==> src/hdl/cpu_params.svh <==
`ifndef CPU_PARAMS_SVH
`define CPU_PARAMS_SVH

// Word width of registers, PC and instruction
`define DATA_WIDTH 32

// Register index width, 32 architectural registers
`define REG_ADDR_WIDTH 5

// First fetch address after reset
`define RESET_PC 32'h8000_0000

// Instruction memory size in words
`define IMEM_DEPTH 64
`define IMEM_ADDR_WIDTH $clog2(`IMEM_DEPTH)

`endif

==> src/hdl/cpu_pkg.sv <==
`include "cpu_params.svh"

package cpu_pkg;

    // Command handed from decode to execute
    typedef enum logic [1:0] {
        cmd_none = 2'd0,
        cmd_add  = 2'd1,
        cmd_halt = 2'd2
    } exu_cmd_e;

    typedef struct packed {
        logic [6:0]                 funct7;
        logic [`REG_ADDR_WIDTH-1:0] rs2;
        logic [`REG_ADDR_WIDTH-1:0] rs1;
        logic [2:0]                 funct3;
        logic [`REG_ADDR_WIDTH-1:0] rd;
        logic [6:0]                 opcode;
    } r_fmt_t;

    typedef struct packed {
        logic [11:0]                imm12;
        logic [`REG_ADDR_WIDTH-1:0] rs1;
        logic [2:0]                 funct3;
        logic [`REG_ADDR_WIDTH-1:0] rd;
        logic [6:0]                 opcode;
    } i_fmt_t;

    typedef struct packed {
        logic [19:0]                imm20;
        logic [`REG_ADDR_WIDTH-1:0] rd;
        logic [6:0]                 opcode;
    } u_fmt_t;

    // One instruction word seen through each encoding format
    typedef union packed {
        r_fmt_t r_fmt;
        i_fmt_t i_fmt;
        u_fmt_t u_fmt;
    } inst_u;

endpackage

==> src/hdl/ifu.sv <==
`timescale 1ns/10ps
`include "cpu_params.svh"

module ifu (
    input  logic                        clk,
    input  logic                        rst_n,
    input  logic                        halt_req,
    input  logic                        imem_we,
    input  logic [`IMEM_ADDR_WIDTH-1:0] imem_addr,
    input  logic [`DATA_WIDTH-1:0]      imem_wdata,
    output logic [`DATA_WIDTH-1:0]      pc,
    output logic [`DATA_WIDTH-1:0]      inst,
    output logic                        halted
);

    localparam logic [`DATA_WIDTH-1:0] pc_step = 4;

    logic [`DATA_WIDTH-1:0]      imem [0:`IMEM_DEPTH-1];
    logic [`DATA_WIDTH-1:0]      pc_offset;
    logic [`IMEM_ADDR_WIDTH-1:0] word_idx;

    // Word index relative to the reset PC, wraps at the memory depth
    assign pc_offset = pc - `RESET_PC;
    assign word_idx  = pc_offset[`IMEM_ADDR_WIDTH+1:2];
    assign inst      = imem[word_idx];

    // Load port from the testbench
    always_ff @(posedge clk) begin
        if (imem_we) begin
            imem[imem_addr] <= imem_wdata;
        end
    end

    always_ff @(posedge clk) begin
        if (!rst_n) begin
            pc     <= `RESET_PC;
            halted <= 1'b0;
        end else if (!halted) begin
            if (halt_req) begin
                // PC stays on the ebreak
                halted <= 1'b1;
            end else begin
                pc <= pc + pc_step;
            end
        end
    end

    a_pc_aligned: assert property (
        @(posedge clk) disable iff (!rst_n) pc[1:0] == 2'b00
    );

    a_halt_sticky: assert property (
        @(posedge clk) disable iff (!rst_n) halted |=> halted
    );

endmodule

==> src/hdl/idu.sv <==
`timescale 1ns/10ps
`include "cpu_params.svh"

module idu
    import cpu_pkg::*;
(
    input  logic [`DATA_WIDTH-1:0]     inst,
    input  logic [`DATA_WIDTH-1:0]     pc,
    input  logic [`DATA_WIDTH-1:0]     rdata1,
    input  logic [`DATA_WIDTH-1:0]     rdata2,
    output logic [`REG_ADDR_WIDTH-1:0] raddr1,
    output logic [`REG_ADDR_WIDTH-1:0] raddr2,
    output logic [`REG_ADDR_WIDTH-1:0] rd,
    output logic [`DATA_WIDTH-1:0]     src1,
    output logic [`DATA_WIDTH-1:0]     src2,
    output exu_cmd_e                   cmd
);

    localparam logic [6:0] op_imm   = 7'b0010011;
    localparam logic [6:0] op_auipc = 7'b0010111;
    localparam logic [6:0] op_reg   = 7'b0110011;
    localparam logic [2:0] f3_add   = 3'b000;
    localparam logic [6:0] f7_add   = 7'b0000000;

    localparam logic [`DATA_WIDTH-1:0] inst_ebreak = 32'h0010_0073;

    inst_u                  dec;
    logic [`DATA_WIDTH-1:0] imm_i;
    logic [`DATA_WIDTH-1:0] imm_u;

    assign dec = inst;

    // Sign-extended I immediate and the full U immediate
    assign imm_i = {{(`DATA_WIDTH-12){dec.i_fmt.imm12[11]}}, dec.i_fmt.imm12};
    assign imm_u = {dec.u_fmt.imm20, 12'b0};

    always_comb begin
        raddr1 = '0;
        raddr2 = '0;
        rd     = '0;
        src1   = '0;
        src2   = '0;
        cmd    = cmd_none;

        if (inst == inst_ebreak) begin
            cmd = cmd_halt;
        end else begin
            case (dec.r_fmt.opcode)
                op_imm: begin
                    // addi only
                    if (dec.i_fmt.funct3 == f3_add) begin
                        raddr1 = dec.i_fmt.rs1;
                        rd     = dec.i_fmt.rd;
                        src1   = imm_i;
                        src2   = rdata1;
                        cmd    = cmd_add;
                    end
                end
                op_auipc: begin
                    rd   = dec.u_fmt.rd;
                    src1 = pc;
                    src2 = imm_u;
                    cmd  = cmd_add;
                end
                op_reg: begin
                    if (dec.r_fmt.funct7 == f7_add && dec.r_fmt.funct3 == f3_add) begin
                        raddr1 = dec.r_fmt.rs1;
                        raddr2 = dec.r_fmt.rs2;
                        rd     = dec.r_fmt.rd;
                        src1   = rdata1;
                        src2   = rdata2;
                        cmd    = cmd_add;
                    end
                end
                default: begin
                    // Unknown encodings retire as no-ops
                    cmd = cmd_none;
                end
            endcase
        end

        a_none_no_rd: assert (cmd != cmd_none || rd == '0);
    end

endmodule

==> src/hdl/regfile.sv <==
`timescale 1ns/10ps
`include "cpu_params.svh"

module regfile (
    input  logic                       clk,
    input  logic [`REG_ADDR_WIDTH-1:0] raddr1,
    input  logic [`REG_ADDR_WIDTH-1:0] raddr2,
    input  logic                       wb_en,
    input  logic [`REG_ADDR_WIDTH-1:0] wb_addr,
    input  logic [`DATA_WIDTH-1:0]     wb_data,
    output logic [`DATA_WIDTH-1:0]     rdata1,
    output logic [`DATA_WIDTH-1:0]     rdata2
);

    localparam int num_regs = 1 << `REG_ADDR_WIDTH;

    logic [`DATA_WIDTH-1:0] regs [0:num_regs-1];

    // x0 is never written
    always_ff @(posedge clk) begin
        if (wb_en && wb_addr != '0) begin
            regs[wb_addr] <= wb_data;
        end
    end

    // Index zero reads as zero whatever the array holds
    assign rdata1 = (raddr1 == '0) ? '0 : regs[raddr1];
    assign rdata2 = (raddr2 == '0) ? '0 : regs[raddr2];

endmodule

==> src/hdl/exu.sv <==
`timescale 1ns/10ps
`include "cpu_params.svh"

module exu
    import cpu_pkg::*;
(
    input  exu_cmd_e                   cmd,
    input  logic [`DATA_WIDTH-1:0]     src1,
    input  logic [`DATA_WIDTH-1:0]     src2,
    input  logic [`REG_ADDR_WIDTH-1:0] rd,
    input  logic                       halted,
    output logic                       wb_en,
    output logic [`REG_ADDR_WIDTH-1:0] wb_addr,
    output logic [`DATA_WIDTH-1:0]     wb_data,
    output logic                       halt_req
);

    always_comb begin
        wb_en    = 1'b0;
        wb_addr  = rd;
        wb_data  = '0;
        halt_req = 1'b0;

        case (cmd)
            cmd_add: begin
                wb_data = src1 + src2;
                // No write-back once the core has stopped
                wb_en   = (rd != '0) && !halted;
            end
            cmd_halt: begin
                halt_req = 1'b1;
            end
            default: begin
                wb_en = 1'b0;
            end
        endcase

        a_wb_or_halt: assert (!(wb_en && halt_req));
    end

endmodule

==> src/hdl/cpu_top.sv <==
`timescale 1ns/10ps
`include "cpu_params.svh"

module cpu_top
    import cpu_pkg::*;
(
    input  logic                        clk,
    input  logic                        rst_n,
    input  logic                        imem_we,
    input  logic [`IMEM_ADDR_WIDTH-1:0] imem_addr,
    input  logic [`DATA_WIDTH-1:0]      imem_wdata,
    output logic [`DATA_WIDTH-1:0]      commit_pc,
    output logic                        commit_wb_en,
    output logic [`REG_ADDR_WIDTH-1:0]  commit_wb_addr,
    output logic [`DATA_WIDTH-1:0]      commit_wb_data,
    output logic                        halted
);

    logic [`DATA_WIDTH-1:0]     inst;
    logic [`REG_ADDR_WIDTH-1:0] raddr1;
    logic [`REG_ADDR_WIDTH-1:0] raddr2;
    logic [`DATA_WIDTH-1:0]     rdata1;
    logic [`DATA_WIDTH-1:0]     rdata2;
    logic [`DATA_WIDTH-1:0]     src1;
    logic [`DATA_WIDTH-1:0]     src2;
    logic [`REG_ADDR_WIDTH-1:0] rd;
    exu_cmd_e                   cmd;
    logic                       halt_req;

    // Commit ports double as the internal PC and write-back nets
    ifu ifu0 (
        .clk        (clk),
        .rst_n      (rst_n),
        .halt_req   (halt_req),
        .imem_we    (imem_we),
        .imem_addr  (imem_addr),
        .imem_wdata (imem_wdata),
        .pc         (commit_pc),
        .inst       (inst),
        .halted     (halted)
    );

    idu idu0 (
        .inst   (inst),
        .pc     (commit_pc),
        .rdata1 (rdata1),
        .rdata2 (rdata2),
        .raddr1 (raddr1),
        .raddr2 (raddr2),
        .rd     (rd),
        .src1   (src1),
        .src2   (src2),
        .cmd    (cmd)
    );

    regfile regfile0 (
        .clk     (clk),
        .raddr1  (raddr1),
        .raddr2  (raddr2),
        .wb_en   (commit_wb_en),
        .wb_addr (commit_wb_addr),
        .wb_data (commit_wb_data),
        .rdata1  (rdata1),
        .rdata2  (rdata2)
    );

    exu exu0 (
        .cmd      (cmd),
        .src1     (src1),
        .src2     (src2),
        .rd       (rd),
        .halted   (halted),
        .wb_en    (commit_wb_en),
        .wb_addr  (commit_wb_addr),
        .wb_data  (commit_wb_data),
        .halt_req (halt_req)
    );

endmodule

==> config.mk <==
export PLATFORM = sky130hd
export DESIGN_NAME = cpu_top
export DESIGN_NICKNAME = d
export VERILOG_FILES = /design/src/hdl/cpu_pkg.sv /design/src/hdl/ifu.sv /design/src/hdl/idu.sv /design/src/hdl/regfile.sv /design/src/hdl/exu.sv /design/src/hdl/cpu_top.sv
export VERILOG_INCLUDE_DIRS = /design/src /design/src/hdl
export SDC_FILE = /design/constraint.sdc
export NUM_CORES = 2
export LEC_CHECK = 0
export BUFFER_PORTS_ARGS = -buffer_cell sky130_fd_sc_hd__buf_4
export CAP_MARGIN = 40
export CORE_UTILIZATION = 40
export DETAILED_ROUTE_END_ITERATION = 10
export PLACE_DENSITY = 0.56
export SKIP_CTS_REPAIR_TIMING = 1
export SLEW_MARGIN = 25
export SYNTH_ARGS = -nofsm -noshare
export SYNTH_HDL_FRONTEND = slang
export SYNTH_HIERARCHICAL = 1
export SYNTH_SLANG_ARGS = --single-unit
==> constraint.sdc <==
create_clock -name clk -period 18.9 [get_ports clk]
set_clock_uncertainty 0.05 [all_clocks]
set_input_delay 0.945 -clock clk [delete_from_list [all_inputs] [get_ports clk]]
set_output_delay 0.945 -clock clk [all_outputs]
set_load 0.02 [all_outputs]
==> summary.txt <==
Synth
  • Ys flop type: edfxtp_1
  • Post-Syn Area per Cell: 19.9 um^2
  • Seq cells post-synth: 3109
  • Number of synthesized flops with an enable pin: 3072
  • Seq/Total Area, Yosys: 71.2%
  • Share of flip-flops with an asynchronous set or reset: 0%
  • Netlist cell types: 88
  • Yosys warns: 6
  • Post-Syn Area: 131000 um^2
  • Cells after Synth: 6569

CTS
  • Clk sinks: 3109
  • TritonCTS Buffers: 338
  • CTS Buffer Depth: 4
  • Clock latency on the worst-skew pair: 0.96 ns
  • CTS tree: yes
  • CTS HTree Levels: 5
  • Clock-pin slew on the worst setup and hold paths: 0.06 ns
  • Root Driver: clkbuf_16

Cells and area
  • Commonest cells after routing, fill and taps aside: edfxtp_1, mux4_2, mux2i_1
  • Commonest non-fill, non-tap cell in the layout: edfxtp_1
  • Fin cells: 11500
  • Fraction of layout cells with a size suffix above 1: 27.3%
  • NumNets Final: 6978
  • Layout area overhead: 14.0%
  • Utilization after layout: 45.9%

Power
  • Max VDD drop: 76.0 uV
  • PwrDens: 97.6 nW/um^2
  • Total power: 14.5 mW
  • Pleak: 44.3 nW

Status
  • Status: complete, but fails checks
  • Failing checks: DRC

Critical path
  • Critical path type: reg2out
  • CP max-delay cell: nor3_4
  • Most used cell, CP: buf_4
  • Startpoint class of the critical path: flip-flop
  • Critical Path Max Stage Delay: 0.92 ns
  • Max FO, Critical Path: 66
  • Crit path arrival time: 13.56 ns
  • Worst setup EP type: primary output
  • Required time worst endpoint: 17.91 ns

Timing
  • Worst slew margin: 31.0%
  • RSZ-0062 raised after global routing: false
  • Worst-margin pin slew: 1.03 ns
  • Max-slew violations: 0
  • TNS Setup: 0 ns
  • Worst Slack Setup Final: 4.35 ns
  • Top achievable clock speed: 68.7 MHz
  • Final setup viols: 0
  • Tcrit/Tclk final: 77.0%
  • Min Tclk post-route: 14.55 ns
  • Final Hold Vio Count: 0

Detailed routing
  • DRC: 16
  • Routed wire per std cell: 35.7 um
  • Drt total wl: 411000 um
  • 1st-pass router iterations: 9
  • DR vias/cell: 6.26
  • Vias: 72100
  • Drt initial violations: 8608
  • Final antenna-violating net count: 0

Place
  • Placed insts: 10900
  • Final HPWL DP: 237000 um
  • Number of port buffers: 109
  • Final GP Congestion: 0.893
  • Worst slack, placed: 4.98 ns

Floorplanning
  • Initial Util: 40.2%
  • Die area: 329000 um^2
  • Die span in x: 573 um
  • Core area: 325000 um^2
  • Chip Height: 573 um
  • Ports: 112
  • Rows: 209

GRT
  • Vias in the first global route: 72700
  • GRT Residual Overflow: 0
  • Initial antenna violation count: 23
  • GRT Total Usage: 24.6%
  • Largest net degree at the start of global routing: 111
  • First-pass GRT wire length: 573000 um

Run
  • Max-cap violations: 0

Hold path
  • Hold path start: rst_n
  • Hold crit path type: in2reg
[registers in the layout, summed over array words and instances, names as in the netlist, named ones only]
signal and cells:
ifu0/pc 30, ifu0/imem 2048, regfile0/regs 1024, ifu0/halted 1
[synthesized netlist by cell type, types with 90 or more instances]
cell type,count,area [um^2]
buf_4,100,751
o221ai_1,116,1020
buf_2,110,551
mux4_2,792,17800
nand2_1,172,646
o22ai_1,96,601
edfxtp_1,3072,92200
clkbuf_1,179,672
a22oi_1,100,751
nor2_1,190,713
o21ai_0,90,450
mux2i_1,422,4220
a21oi_1,115,576
[power breakdown]
| part | switching, mW | total, mW | internal [mW] |
|---|---|---|---|
| clock network | 2.73 | 6.35 | 3.62 |
| registers | 0.0189 | 7.59 | 7.57 |
| logic | 0.368 | 0.592 | 0.224 |
[per-layer routing]
metal	vias up	GRT usage [%]	share of wire (%)
met5	-	0	0.020
met2	3544	40.9	49
li1	28700	-	-
met1	39100	32.3	39
met3	763	4.44	8.0
met4	12	9.29	4.2
[cell families after synthesis]
family	Yosys count	share of synthesized area, %
buffers and inverters	461	1.88
DFF	3109	71.2
adders and majority gates	33	0.322
and+or+nand+nor	697	2.67
xor gates and xnor gates	40	0.268
other	2	0.00575
AOI/OAI and AO/OA	890	5.08
muxes	1337	18.6
[worst max-delay path, delay by kind of cell, from the launching register on]
| family | cells | cell delay (ns) |
|---|---|---|
| multiplexers | 2 | 0.86 |
| flip-flops | 1 | 0.70 |
| AO/OA/AOI/OAI | 11 | 3.36 |
| buffers and inverters | 8 | 4.30 |
| AND/OR/NAND/NOR | 6 | 2.74 |
| adder cells (fa/ha/maj) | 1 | 0.42 |
[stage by stage]
step                      instance area, um^2  hold WS, ns
after floorplan                        131000        0.531
after global placement                 138000        0.518
after detailed placement               138000        0.517
after CTS                              149000        0.152
after global routing                   149000        0.197
final                                  149000        0.204
[area by class of cell]
type | instances | area, um^2
repair buffers | 408 | 3560
clock inverters | 198 | 1580
flip-flops and latches | 3109 | 93000
fillers | 27200 | 176000
inverters | 16 | 61.3
multi-input cells | 3031 | 36400
well taps | 4325 | 5410
clock buffers | 417 | 8900
diodes | 16 | 40.0
[worst paths after layout]
kind | end | slack, ns | cells past startpoint
worst max register to register | regfile0/regs[29][29] | 6.17 | 26
worst max-delay path | commit_wb_data[31] | 4.35 | 28
worst min register to register | ifu0/pc[31] | 0.53 | 2
worst min-delay path | ifu0/pc[31] | 0.20 | 2
(Power assumes the default switching activity.)
